$ cat config.mk
export PLATFORM = sky130hd
export DESIGN_NAME = register_access_top
export DESIGN_NICKNAME = d
export VERILOG_FILES = /design/src/ra_reg_pkg.sv /design/src/ra_op_pkg.sv /design/src/gpr_file.sv /design/src/gpr_scoreboard.sv /design/src/register_access_top.sv /design/src/segment_file.sv /design/src/stack_tracker.sv
export VERILOG_INCLUDE_DIRS = /design/src
export SDC_FILE = /design/constraint.sdc
export NUM_CORES = 1
export LEC_CHECK = 0
export BUFFER_PORTS_ARGS = -buffer_cell sky130_fd_sc_hd__buf_2
export CORE_MARGIN = 2
export CORE_UTILIZATION = 35
export CTS_BUF_LIST = sky130_fd_sc_hd__clkbuf_8
export CTS_CLUSTER_DIAMETER = 150
export DETAILED_ROUTE_END_ITERATION = 6
export PLACE_DENSITY = 0.57
export SYNTH_ARGS = -nofsm -noshare
export SYNTH_HDL_FRONTEND = slang
export SYNTH_SLANG_ARGS = --single-unit
$ cat constraint.sdc
create_clock -name clk -period 8.8 [get_ports clk]
set_input_delay 0.44 -clock clk [delete_from_list [all_inputs] [get_ports clk]]
set_output_delay 0.44 -clock clk [all_outputs]
set_load 0.005 [all_outputs]
$ cat src/ra_consts.svh
// Register indices, widths and scoreboard counter size
// for the register access stage

`ifndef RA_CONSTS_SVH
`define RA_CONSTS_SVH

`default_nettype none

// Widths
`define RA_GPR_W     32
`define RA_SEG_W     16
`define RA_IDX_W     3
`define RA_SB_CNT_W  2

// Register counts
`define RA_GPR_NUM   8
`define RA_SEG_NUM   6

// General register numbers
`define RA_ESP_IDX   3'd4
`define RA_ESI_IDX   3'd6
`define RA_EDI_IDX   3'd7

// Segment order is ES, CS, SS, DS, FS, GS
`define RA_CS_IDX    3'd1
`define RA_SS_IDX    3'd2

`default_nettype wire

`endif

$ cat src/ra_reg_pkg.sv
// Register-side types: general and segment register values,
// register numbers and pending-write counts

`include "ra_consts.svh"

`default_nettype none

package ra_reg_pkg;

    // One general register value
    typedef logic [`RA_GPR_W-1:0] gpr_t;

    // One segment selector
    typedef logic [`RA_SEG_W-1:0] seg_t;

    // Register number, shared by general and segment files
    typedef logic [`RA_IDX_W-1:0] reg_idx_t;

    // Writes in flight to one general register
    typedef logic [`RA_SB_CNT_W-1:0] sb_cnt_t;

endpackage

`default_nettype wire

$ cat src/ra_op_pkg.sv
// Decode-side types: operand size and stack operation,
// plus the byte step for each operand size

`default_nettype none

package ra_op_pkg;

    // Encoding follows decode, so DWORD is 3 but steps by 4
    typedef enum logic [1:0] {
        SZ_NONE  = 2'd0,
        SZ_BYTE  = 2'd1,
        SZ_WORD  = 2'd2,
        SZ_DWORD = 2'd3
    } size_e;

    // Bit 0 is push, bit 1 is pop
    typedef enum logic [1:0] {
        STK_NONE = 2'd0,
        STK_PUSH = 2'd1,
        STK_POP  = 2'd2
    } stack_op_e;

    // Byte count moved by one operand of the given size
    function automatic ra_reg_pkg::gpr_t size_step(size_e size);
        case (size)
            SZ_BYTE:  return ra_reg_pkg::gpr_t'(1);
            SZ_WORD:  return ra_reg_pkg::gpr_t'(2);
            SZ_DWORD: return ra_reg_pkg::gpr_t'(4);
            default:  return '0;
        endcase
    endfunction

endpackage

`default_nettype wire

$ cat src/gpr_file.sv
// General register file: two read ports, ESP/ESI/EDI taps,
// 32-bit writeback, stack commit of ESP and string-move step

`include "ra_consts.svh"

`default_nettype none

module gpr_file (
    input  logic                 clk,
    input  logic                 rst_n,

    // Operand reads
    input  ra_reg_pkg::reg_idx_t rd0_idx,
    input  ra_reg_pkg::reg_idx_t rd1_idx,
    output ra_reg_pkg::gpr_t     rd0_value,
    output ra_reg_pkg::gpr_t     rd1_value,
    output ra_reg_pkg::gpr_t     esi,
    output ra_reg_pkg::gpr_t     edi,
    output ra_reg_pkg::gpr_t     esp,

    // General writeback
    input  logic                 wb_en,
    input  ra_reg_pkg::reg_idx_t wb_idx,
    input  ra_reg_pkg::gpr_t     wb_data,

    // Committed stack pointer
    input  logic                 esp_commit_en,
    input  ra_reg_pkg::gpr_t     esp_commit_data,

    // String move
    input  logic                 movs_en,
    input  ra_op_pkg::size_e     movs_size,
    input  logic                 flag_df
);

    ra_reg_pkg::gpr_t regs [0:`RA_GPR_NUM-1];
    ra_reg_pkg::gpr_t movs_step;
    ra_reg_pkg::gpr_t esi_next;
    ra_reg_pkg::gpr_t edi_next;

    // Reads see the value before any write in this cycle
    assign rd0_value = regs[rd0_idx];
    assign rd1_value = regs[rd1_idx];
    assign esi       = regs[`RA_ESI_IDX];
    assign edi       = regs[`RA_EDI_IDX];
    assign esp       = regs[`RA_ESP_IDX];

    // DF set walks the strings downward
    assign movs_step = ra_op_pkg::size_step(movs_size);
    assign esi_next  = flag_df ? esi - movs_step : esi + movs_step;
    assign edi_next  = flag_df ? edi - movs_step : edi + movs_step;

    // Later assignments win: stack commit and movs override writeback
    always_ff @(posedge clk or negedge rst_n) begin
        if (!rst_n) begin
            for (int i = 0; i < `RA_GPR_NUM; i++) begin
                regs[i] <= '0;
            end
        end else begin
            if (wb_en) begin
                regs[wb_idx] <= wb_data;
            end
            if (esp_commit_en) begin
                regs[`RA_ESP_IDX] <= esp_commit_data;
            end
            if (movs_en) begin
                regs[`RA_ESI_IDX] <= esi_next;
                regs[`RA_EDI_IDX] <= edi_next;
            end
        end
    end

endmodule

`default_nettype wire

$ cat src/gpr_scoreboard.sv
// Pending-write scoreboard for the general registers:
// one counter per register and the operand stall

`include "ra_consts.svh"

`default_nettype none

module gpr_scoreboard (
    input  logic                 clk,
    input  logic                 rst_n,

    // Issue side
    input  logic                 accept,
    input  ra_reg_pkg::reg_idx_t dst,
    input  logic                 dst_en,

    // Retire side
    input  logic                 wb_en,
    input  ra_reg_pkg::reg_idx_t wb_idx,

    // Registers the waiting instruction reads
    input  ra_reg_pkg::reg_idx_t src0,
    input  logic                 src0_en,
    input  ra_reg_pkg::reg_idx_t src1,
    input  logic                 src1_en,
    input  ra_op_pkg::stack_op_e stack_op,
    input  logic                 movs,

    output logic                 stall
);

    ra_reg_pkg::sb_cnt_t    pending_cnt [0:`RA_GPR_NUM-1];
    logic [`RA_GPR_NUM-1:0] cnt_inc;
    logic [`RA_GPR_NUM-1:0] cnt_dec;
    logic                   src0_busy;
    logic                   src1_busy;
    logic                   esp_busy;
    logic                   movs_busy;

    always_comb begin
        for (int i = 0; i < `RA_GPR_NUM; i++) begin
            cnt_inc[i] = accept && dst_en && (dst == ra_reg_pkg::reg_idx_t'(i));
            cnt_dec[i] = wb_en && (wb_idx == ra_reg_pkg::reg_idx_t'(i));
        end
    end

    // Issue and retire on the same register cancel out
    always_ff @(posedge clk or negedge rst_n) begin
        if (!rst_n) begin
            for (int i = 0; i < `RA_GPR_NUM; i++) begin
                pending_cnt[i] <= '0;
            end
        end else begin
            for (int i = 0; i < `RA_GPR_NUM; i++) begin
                if (cnt_inc[i] && !cnt_dec[i]) begin
                    pending_cnt[i] <= pending_cnt[i] + 1'b1;
                end else if (cnt_dec[i] && !cnt_inc[i]) begin
                    pending_cnt[i] <= pending_cnt[i] - 1'b1;
                end
            end
        end
    end

    assign src0_busy = src0_en && (pending_cnt[src0] != '0);
    assign src1_busy = src1_en && (pending_cnt[src1] != '0);

    // Push and pop read ESP implicitly
    assign esp_busy  = (stack_op != ra_op_pkg::STK_NONE) &&
                       (pending_cnt[`RA_ESP_IDX] != '0);

    // String move reads and steps both pointers
    assign movs_busy = movs && ((pending_cnt[`RA_ESI_IDX] != '0) ||
                                (pending_cnt[`RA_EDI_IDX] != '0));

    assign stall = src0_busy || src1_busy || esp_busy || movs_busy;

endmodule

`default_nettype wire

$ cat src/register_access_top.sv
// Register access stage top: valid/ready gating with the operand
// stall, general and segment files, scoreboard and stack tracker

`default_nettype none

module register_access_top (
    input  logic                 clk,
    input  logic                 rst_n,

    // Decode side
    input  logic                 d_valid,
    output logic                 d_ready,
    input  ra_reg_pkg::reg_idx_t d_src0,
    input  logic                 d_src0_en,
    input  ra_reg_pkg::reg_idx_t d_src1,
    input  logic                 d_src1_en,
    input  ra_reg_pkg::reg_idx_t d_dst,
    input  logic                 d_dst_en,
    input  ra_op_pkg::size_e     d_size,
    input  ra_op_pkg::stack_op_e d_stack_op,
    input  logic                 d_movs,

    input  logic                 flag_df,

    // General writeback
    input  logic                 wb_reg_en,
    input  ra_reg_pkg::reg_idx_t wb_reg_number,
    input  ra_reg_pkg::gpr_t     wb_reg_data,

    // Segment writeback
    input  logic                 wb_seg_en,
    input  ra_reg_pkg::reg_idx_t wb_seg_number,
    input  ra_reg_pkg::seg_t     wb_seg_data,

    input  logic                 write_cs_enable,
    input  ra_reg_pkg::seg_t     write_cs,

    // Stack commit
    input  logic                 wb_stack_en,
    input  ra_op_pkg::size_e     wb_stack_size,
    input  ra_op_pkg::stack_op_e wb_stack_op,

    // Address generation side
    input  logic                 r_ready,
    output logic                 r_valid,
    output ra_reg_pkg::gpr_t     r_src0_value,
    output ra_reg_pkg::gpr_t     r_src1_value,
    output ra_reg_pkg::gpr_t     r_esi,
    output ra_reg_pkg::gpr_t     r_edi,
    output ra_reg_pkg::seg_t     r_ss,
    output ra_reg_pkg::gpr_t     r_stack_address,
    output ra_op_pkg::size_e     r_size,
    output ra_op_pkg::stack_op_e r_stack_op
);

    logic             stall;
    logic             accept;
    logic             movs_en;
    logic             esp_commit_en;
    ra_reg_pkg::gpr_t esp_commit_data;
    ra_reg_pkg::gpr_t committed_esp;

    // No pipe register, the handshake passes straight through
    assign r_valid = d_valid && !stall;
    assign d_ready = r_ready && !stall;
    assign accept  = d_valid && d_ready;

    // Pointers step only when the move actually leaves
    assign movs_en = accept && d_movs;

    assign r_size     = d_size;
    assign r_stack_op = d_stack_op;

    gpr_file gpr_file0 (
        .clk             (clk),
        .rst_n           (rst_n),
        .rd0_idx         (d_src0),
        .rd1_idx         (d_src1),
        .rd0_value       (r_src0_value),
        .rd1_value       (r_src1_value),
        .esi             (r_esi),
        .edi             (r_edi),
        .esp             (committed_esp),
        .wb_en           (wb_reg_en),
        .wb_idx          (wb_reg_number),
        .wb_data         (wb_reg_data),
        .esp_commit_en   (esp_commit_en),
        .esp_commit_data (esp_commit_data),
        .movs_en         (movs_en),
        .movs_size       (d_size),
        .flag_df         (flag_df)
    );

    segment_file segment_file0 (
        .clk             (clk),
        .rst_n           (rst_n),
        .wb_en           (wb_seg_en),
        .wb_idx          (wb_seg_number),
        .wb_data         (wb_seg_data),
        .write_cs_enable (write_cs_enable),
        .write_cs        (write_cs),
        .ss              (r_ss)
    );

    gpr_scoreboard gpr_scoreboard0 (
        .clk      (clk),
        .rst_n    (rst_n),
        .accept   (accept),
        .dst      (d_dst),
        .dst_en   (d_dst_en),
        .wb_en    (wb_reg_en),
        .wb_idx   (wb_reg_number),
        .src0     (d_src0),
        .src0_en  (d_src0_en),
        .src1     (d_src1),
        .src1_en  (d_src1_en),
        .stack_op (d_stack_op),
        .movs     (d_movs),
        .stall    (stall)
    );

    stack_tracker stack_tracker0 (
        .clk             (clk),
        .rst_n           (rst_n),
        .accept          (accept),
        .stack_op        (d_stack_op),
        .size            (d_size),
        .wb_en           (wb_reg_en),
        .wb_idx          (wb_reg_number),
        .wb_data         (wb_reg_data),
        .ss              (r_ss),
        .commit_en       (wb_stack_en),
        .commit_size     (wb_stack_size),
        .commit_op       (wb_stack_op),
        .esp             (committed_esp),
        .stack_address   (r_stack_address),
        .esp_commit_en   (esp_commit_en),
        .esp_commit_data (esp_commit_data)
    );

endmodule

`default_nettype wire

$ cat src/segment_file.sv
// Segment register file: ES, CS, SS, DS, FS, GS with writeback
// and the direct CS write, SS read out

`include "ra_consts.svh"

`default_nettype none

module segment_file (
    input  logic                 clk,
    input  logic                 rst_n,

    // Segment writeback
    input  logic                 wb_en,
    input  ra_reg_pkg::reg_idx_t wb_idx,
    input  ra_reg_pkg::seg_t     wb_data,

    // Far jump or call loads CS directly
    input  logic                 write_cs_enable,
    input  ra_reg_pkg::seg_t     write_cs,

    output ra_reg_pkg::seg_t     ss
);

    ra_reg_pkg::seg_t segs [0:`RA_SEG_NUM-1];
    logic             wb_hit;

    // Numbers 6 and 7 name no segment register
    assign wb_hit = wb_en && (wb_idx < `RA_SEG_NUM);

    assign ss = segs[`RA_SS_IDX];

    always_ff @(posedge clk or negedge rst_n) begin
        if (!rst_n) begin
            for (int i = 0; i < `RA_SEG_NUM; i++) begin
                segs[i] <= '0;
            end
        end else begin
            if (wb_hit) begin
                segs[wb_idx] <= wb_data;
            end
            // Direct write takes CS over the writeback
            if (write_cs_enable) begin
                segs[`RA_CS_IDX] <= write_cs;
            end
        end
    end

endmodule

`default_nettype wire

$ cat src/stack_tracker.sv
// Speculative stack pointer, stack address for push and pop,
// and the committed ESP step from writeback

`include "ra_consts.svh"

`default_nettype none

module stack_tracker (
    input  logic                 clk,
    input  logic                 rst_n,

    // Instruction in this stage
    input  logic                 accept,
    input  ra_op_pkg::stack_op_e stack_op,
    input  ra_op_pkg::size_e     size,

    // General writeback, watched for ESP loads
    input  logic                 wb_en,
    input  ra_reg_pkg::reg_idx_t wb_idx,
    input  ra_reg_pkg::gpr_t     wb_data,

    input  ra_reg_pkg::seg_t     ss,

    // Stack commit from writeback
    input  logic                 commit_en,
    input  ra_op_pkg::size_e     commit_size,
    input  ra_op_pkg::stack_op_e commit_op,
    input  ra_reg_pkg::gpr_t     esp,

    output ra_reg_pkg::gpr_t     stack_address,
    output logic                 esp_commit_en,
    output ra_reg_pkg::gpr_t     esp_commit_data
);

    ra_reg_pkg::gpr_t spec_esp;
    ra_reg_pkg::gpr_t spec_step;
    ra_reg_pkg::gpr_t esp_lowered;
    ra_reg_pkg::gpr_t esp_raised;
    ra_reg_pkg::gpr_t addr_base;
    ra_reg_pkg::gpr_t commit_step;
    logic             wb_to_esp;

    assign spec_step   = ra_op_pkg::size_step(size);
    assign esp_lowered = spec_esp - spec_step;
    assign esp_raised  = spec_esp + spec_step;
    assign wb_to_esp   = wb_en && (wb_idx == `RA_ESP_IDX);

    // Push stores below the current top, pop reads the top
    assign addr_base     = (stack_op == ra_op_pkg::STK_PUSH) ? esp_lowered : spec_esp;
    assign stack_address = ra_reg_pkg::gpr_t'(ss) + addr_base;

    // A plain ESP write reloads the tracker ahead of any stack op
    always_ff @(posedge clk or negedge rst_n) begin
        if (!rst_n) begin
            spec_esp <= '0;
        end else if (wb_to_esp) begin
            spec_esp <= wb_data;
        end else if (accept && (stack_op == ra_op_pkg::STK_PUSH)) begin
            spec_esp <= esp_lowered;
        end else if (accept && (stack_op == ra_op_pkg::STK_POP)) begin
            spec_esp <= esp_raised;
        end
    end

    // Architectural ESP moves only when the stack op retires
    assign commit_step = ra_op_pkg::size_step(commit_size);

    always_comb begin
        case (commit_op)
            ra_op_pkg::STK_PUSH: esp_commit_data = esp - commit_step;
            ra_op_pkg::STK_POP:  esp_commit_data = esp + commit_step;
            default:             esp_commit_data = esp;
        endcase
    end

    assign esp_commit_en = commit_en;

endmodule

`default_nettype wire

==> out/results.ini, run 1 <==
[placed_design]
place_area_mm2=0.0273
place_inst=3565
place.gp.congestion=0.941
dp_hpwl_mm=62.8
port_buffers=264

[logic_synthesis]
ys_warn_count=0
syn_avg_cell_area_um2=10.1
synth-seq-area-share_pct=31.2
netlist_area_mm2=0.0256
synth_top_family_by_area=multiplexers
synth-async-reset-ratio_pct=100
synth.ff_latch_count=320
synth.area.top_cells=dfrtp_1, mux2_2, mux4_2
synth.net_count=2779
synth_compound_area_share_pct=13.1
synthMuxAreaShare_pct=25.4
synth-simple-area-share_pct=12.4
synth_fa_ha_area_share_pct=6.86
synth.distinct_cells=84
netlist_instances=2542
synth_edf_count=0
synth.top_cell.area_share_pct=31.2
synth_top_cell_by_area=dfrtp_1
synth_xor_area_share_pct=5.46
ys.flop_type=dfrtp_1

[timing]
min_period_ns=5.69
hold_ws_ns=0.138
fin_crit_sh_pct=64.7
clock_skew_ns=0.0362
clock.fmax_mhz=176
worstMarginPinSlew_ns=1.11
slew_violations=0
fin_setup_tns_ns=0
finalHoldViolCount=0
rsz0062_at_grt=false
slew_headroom_pct=26.3
setup_viol=0

[hold_path]
min_to=stack_tracker0.spec_esp[0]
hold_start=wb_reg_data[0]
min_path_cells=3
hold_class=input port to flop

[grt]
globalRoute.totalOverflow=0
grt_max_degree=81
antenna_found_initial=7
grt_use_met3_pct=4.17
gr-usage-met2_pct=38.4
grt_pass1_vias=21413
grt_pass1_wl_mm=132
use_met1_pct=30.7
grt_usage_pct=23.1
top_usage_layer=met2

[setup_path]
required_ns=8.36
r2r_cells=13
critPathCaptureType=output pin
r2r_start=gpr_file0.esi[0]
critical_path_arrival_ns=5.25
worstSetupPathType=flop to output pin
path_max_fanout=5
startpoint_type=flop
reg2reg_to=gpr_file0.esi[30]
rrSetupSlack_ns=4.91

[die]
start_util_pct=35.3
io_pins=282
fp.dieW_um=275
rows=99
core_area_mm2=0.0727
die_h_um=275
die_area_mm2=0.0755

[cts]
clk_path_buf_depth=3
cts_htree_levels=3
ctsResizeCount=0
cts.clk_slew.worst_paths_ns=0.06
clk_latency_ns=0.67
cts-root-buf=clkbuf_8
cts_tree=built
cts.sinks=320
cts_inserted_buffers=68

[finish]
finalNonFillerCells=3708
drive_above_1_share_pct=30.6
areaGrowthSynthToFinish_pct=12.6
fin_area_mm2=0.0289
seq_area_mm2=0.00801
multi_input_area_mm2=0.0163
nFillCells=7153
nNetsFinal=2930

[outcome]
status=complete, no violations

[detailed_routing]
routedWlPerCell_um=23.9
route.final.wire_length_mm=88.6
first_pass_iters=6
drtIter0Drc=1533
viasPerCell=5.82
ant_nets=0
drcViolationCount=0
vias=21568

[run]
maxCapViolCount=0

[power_and_ir_drop]
p_leak_nw=12.4
vdd_ir_drop_max_uv=154
power_density_mw_per_mm2=299

-- cells in the final DEF (no fill, tap or decap), types with 9 or more instances in the layout --
| master | count |
|---|---|
| mux2_2 | 263 |
| a21o_1 | 48 |
| or3_1 | 24 |
| and3_1 | 23 |
| and2_1 | 15 |
| ha_1 | 131 |
| nor4_1 | 10 |
| a211oi_1 | 15 |
| o31ai_1 | 15 |
| o211ai_1 | 10 |
| o2111ai_1 | 10 |
| buf_2 | 261 |
| a31oi_1 | 22 |
| nor2b_1 | 16 |
| nor2_1 | 176 |
| mux4_2 | 130 |
| dlygate4sd3_1 | 17 |
| o21ai_0 | 130 |
| nand4_1 | 29 |
| inv_1 | 70 |
| nand2b_1 | 17 |
| nand2_1 | 164 |
| a22oi_1 | 10 |
| o21a_1 | 22 |
| nand3_1 | 58 |
| clkbuf_8 | 85 |
| a211o_1 | 9 |
| a21oi_1 | 158 |
| o21bai_1 | 12 |
| xnor2_1 | 101 |
| mux2i_1 | 61 |
| dfrtp_1 | 320 |
| o22ai_1 | 14 |
| nor3_1 | 41 |
| buf_4 | 35 |
| xor2_1 | 59 |
| clkinv_2 | 12 |
-- power breakdown --
group	internal, W	total (W)	switching (W)
registers	0.00194	0.00266	0.000721
clock network	0.000906	0.00167	0.000762
logic	0.00211	0.00430	0.00219
total	0.00496	0.00863	0.00367
-- worst max-delay path, cell delays in order (launching register included) --
cell and delay, ns:
dfrtp_1 0.41, inv_1 0.07, ha_1 0.17, inv_1 0.06, fa_1 0.50, a21o_1 0.23
nor3_1 0.45, nand2_1 0.19, nor3_1 0.21, xor2_1 0.11, ha_1 0.36, and3_1 0.24
nand3_1 0.11, o31ai_1 0.38, nand2_1 0.20, or2_4 0.32, nor4_4 0.29, xnor2_1 0.14
buf_2 0.14
-- cell families after synthesis --
kind of cell / Yosys count
mux: 455
xor+xnor: 160
simple gates: 642
compound gates: 536
fa+ha+maj: 137
buf+inv: 292
flops: 320
-- Yosys cell counts (12+ instances only) --
cell type,number
mux2_2,263
a21oi_1,158
o21bai_1,12
o21ai_0,130
nand4_1,29
buf_4,70
nor3_1,43
a21o_1,48
nor2b_1,16
nand2_1,164
dfrtp_1,320
o21a_1,22
o22ai_1,14
a211oi_1,15
nor2_1,178
ha_1,131
nand2b_1,17
clkbuf_1,111
mux2i_1,61
xnor2_1,101
xor2_1,59
buf_1,40
and2_1,17
and3_1,23
mux4_2,130
or3_1,24
nand3_1,61
inv_1,58
o31ai_1,15
a31oi_1,22
-- registers in the layout, summed over array words and instances (netlist names) --
register and count:
gpr_file0.esp 32, gpr_file0.esi 32, gpr_file0.edi 32, gpr_file0.regs 160, segment_file0.ss 16, gpr_scoreboard0.pending_cnt 16
stack_tracker0.spec_esp 32
-- layer usage --
metal	routed length (um)	share of wire, %
met3	6640	7.5
met4	2340	2.6
met1	37700	43
met5	35	0.040
met2	41900	47
-- cell type report --
type / count / area share, %
Tap cell: 959 / 4.16
Clock inverter: 34 / 0.763
Sequential cell: 320 / 27.7
Clock buffer: 85 / 4.05
Inverter: 59 / 0.767
Antenna cell: 7 / 0.0607
Timing Repair Buffer: 314 / 6.08
Multi-Input combinational cell: 1930 / 56.4
-- worst max-delay path by stage --
stage	start	end	cells after the start
detailed placement	d_size[1]	r_stack_address[31]	20
CTS	stack_tracker0.spec_esp[0]	r_stack_address[31]	18
global placement	d_size[1]	r_stack_address[31]	20
floorplan	d_size[0]	gpr_file0.esi[31]	13
finish	stack_tracker0.spec_esp[0]	r_stack_address[31]	18
global route	stack_tracker0.spec_esp[0]	r_stack_address[31]	18
-- stage by stage --
step / setup WS [ns] / power [W] / utilization (%)
floorplan: 4.40 / 0.00567 / -
global placement: 3.24 / 0.00678 / 37.5
detailed placement: 3.14 / 0.00692 / 37.5
CTS: 2.95 / 0.00865 / 39.7
global route: 2.61 / 0.00924 / 39.7
finish: 3.11 / 0.00863 / 39.7
-- timing repair --
| item | CTS | global route |
|---|---|---|
| hold endpoints to repair | 81 | 0 |
| hold buffers | 17 | 0 |
| setup buffers | 0 | 0 |
Power figures use the tool's default switching activity.
==> run 2, diff against run 1 <==
--- a/config.mk
+++ b/config.mk
@@ -12,7 +12,7 @@
 export CTS_BUF_LIST = sky130_fd_sc_hd__clkbuf_8
 export CTS_CLUSTER_DIAMETER = 150
 export DETAILED_ROUTE_END_ITERATION = 6
-export PLACE_DENSITY = 0.57
+export PLACE_DENSITY = 0.59
 export SYNTH_ARGS = -nofsm -noshare
 export SYNTH_HDL_FRONTEND = slang
 export SYNTH_SLANG_ARGS = --single-unit
==> constraint.sdc (replaced) <==
create_clock -name clk -period 5.1 [get_ports clk]
set_input_delay 0.255 -clock clk [delete_from_list [all_inputs] [get_ports clk]]
set_output_delay 0.255 -clock clk [all_outputs]
set_load 0.005 [all_outputs]
==> out/results.ini, run 2 (synthesis results as in run 1) <==
[outcome]
status=complete, no violations

[finish]
largest_register_ffs=160  ; unchanged
areaGrowthSynthToFinish_pct=14.3
largest_register=gpr_file0.regs
fin_util_pct=40.3  ; +0.61 points
nFillCells=7060  ; -1.3%
seq_area_mm2=0.00801  ; about the same
final_cell_mix=dfrtp_1, mux2_2, buf_2
layout_commonest_cell=dfrtp_1
multi_input_area_mm2=0.0164  ; +0.68%
finalNonFillerCells=3746  ; +1.0%
nNetsFinal=2974  ; +1.5%
drive_above_1_share_pct=31.2  ; +0.54 points

[grt]
grt_usage_pct=23.3  ; +0.20 points
grt_pass1_vias=21772  ; +1.7%
grt_max_degree=123  ; +52%
grt_pass1_wl_mm=134  ; +1.1%
antenna_found_initial=7  ; unchanged
globalRoute.totalOverflow=0  ; unchanged

[cts]
cts_inserted_buffers=66  ; -2.9%
clk_latency_ns=0.69  ; +0.02 ns
cts_tree=built
clk_path_buf_depth=3  ; unchanged
cts.clk_slew.worst_paths_ns=0.06  ; about the same
cts_htree_levels=3  ; unchanged
cts-root-buf=clkbuf_8
cts.sinks=320  ; unchanged

[timing]
fin_setup_tns_ns=0  ; unchanged
fin_crit_sh_pct=96.1
rsz0062_at_grt=false
worstMarginPinSlew_ns=1.17  ; +0.0676 ns
setup_viol=0  ; unchanged
slew_headroom_pct=21.8  ; -4.5 points
clock_skew_ns=0.0519  ; +0.0157 ns
finalHoldViolCount=0  ; unchanged
slew_violations=0  ; unchanged
clock.fmax_mhz=204
min_period_ns=4.90

[power_and_ir_drop]
power_density_mw_per_mm2=510  ; +71%
p_leak_nw=12.6  ; +1.6%
vdd_ir_drop_max_uv=241  ; +56%
power_w=0.0149  ; +73%

[setup_path]
critical_path_arrival_ns=4.65  ; -0.60 ns
startpoint_type=flop
required_ns=4.85  ; -3.51 ns
worstSetupPathType=flop to output pin
critPathCaptureType=output pin
path_max_fanout=9  ; +4

[detailed_routing]
route.final.wire_length_mm=89.8  ; +1.4%
drtIter0Drc=1868  ; +22%
drcViolationCount=0  ; unchanged
viasPerCell=5.85  ; +0.53%
routedWlPerCell_um=24.0  ; +0.33%
first_pass_iters=6  ; unchanged
vias=21905  ; +1.6%
ant_nets=0  ; unchanged

[placed_design]
place.gp.congestion=0.959  ; +2.0%
place_inst=3577  ; +0.34%
port_buffers=264  ; unchanged
dp_hpwl_mm=63.4  ; +0.97%

[die]
fp.dieW_um=275  ; unchanged
rows=99  ; unchanged
start_util_pct=35.3  ; unchanged
die_h_um=275  ; unchanged
die_area_mm2=0.0755  ; unchanged
core_area_mm2=0.0727  ; unchanged
io_pins=282  ; unchanged

[run]
maxCapViolCount=0  ; unchanged

[hold_path]
hold_class=input port to flop

run 2: cell type report:
cell class | instances | share of cell area (%)
Antenna cell | 6 | 0.0512
Clock buffer | 81 | 3.80
Clock inverter | 31 | 0.611
Inverter | 59 | 0.756
Multi-Input combinational cell | 1930 | 55.9
Sequential cell | 320 | 27.3
Tap cell | 959 | 4.09
Timing Repair Buffer | 360 | 7.45
run 2: power by group:
part	switching [W]	internal (W)	total, W
Combinational	0.00387	0.00373	0.00760
Clock	0.00130	0.00144	0.00274
Sequential	0.00126	0.00335	0.00461
Total	0.00643	0.00852	0.0149
run 2: path summary, 6_finish.rpt:
kind,cells after the start,slack [ns],end,from
setup / recovery,17,0.20,r_stack_address[15],stack_tracker0.spec_esp[1]
hold / removal,3,0.06,stack_tracker0.spec_esp[22],wb_reg_data[22]
setup reg to reg,14,1.13,gpr_file0.esi[30],gpr_file0.esi[0]
hold reg to reg,1,0.47,gpr_scoreboard0.pending_cnt[3],gpr_scoreboard0.pending_cnt[3]
max in group asynchronous,3,3.46,gpr_file0.regs[194],rst_n
min in group asynchronous,2,0.21,segment_file0.ss[1],rst_n
run 2: what timing repair did:
action,in CTS,in global routing
pin swaps,1,10
resized for setup,8,15
hold endpoints to repair,158,0
hold buffers,46,0
setup endpoints to repair,6,10
gates cloned,0,0
setup buffers,1,4
run 2: routing by layer:
layer	share of wire [%]	GRT usage, %	up-vias
met1	42	30.7	11037
met2	47	38.3	915
met3	7.3	4.00	172
met4	3.4	8.71	0
li1	-	-	9781
met5	0	0	-
run 2: metrics by stage:
step                      hold WS, ns  setup WS, ns  instance area, um2
after global routing           0.0335      0.000696               29300
after CTS                     0.00343      0.000933               29200
after floorplan               -0.0406         0.882               25600
final                          0.0576         0.199               29300
after global placement          0.360         0.244               27400
after detailed placement        0.376         0.242               27400
run 2: critical path: stages (launching register included):
cell	delay (ns)
dfrtp_2	0.45
ha_1	0.32
nor2b_1	0.13
o21a_1	0.23
or4_4	0.52
buf_4	0.19
nand2_1	0.08
ha_1	0.26
o21a_1	0.22
o21ai_0	0.23
nand2_1	0.10
o21ai_2	0.12
o31ai_1	0.11
a21o_1	0.23
a211o_1	0.32
a21oi_1	0.20
xnor2_1	0.15
buf_2	0.14
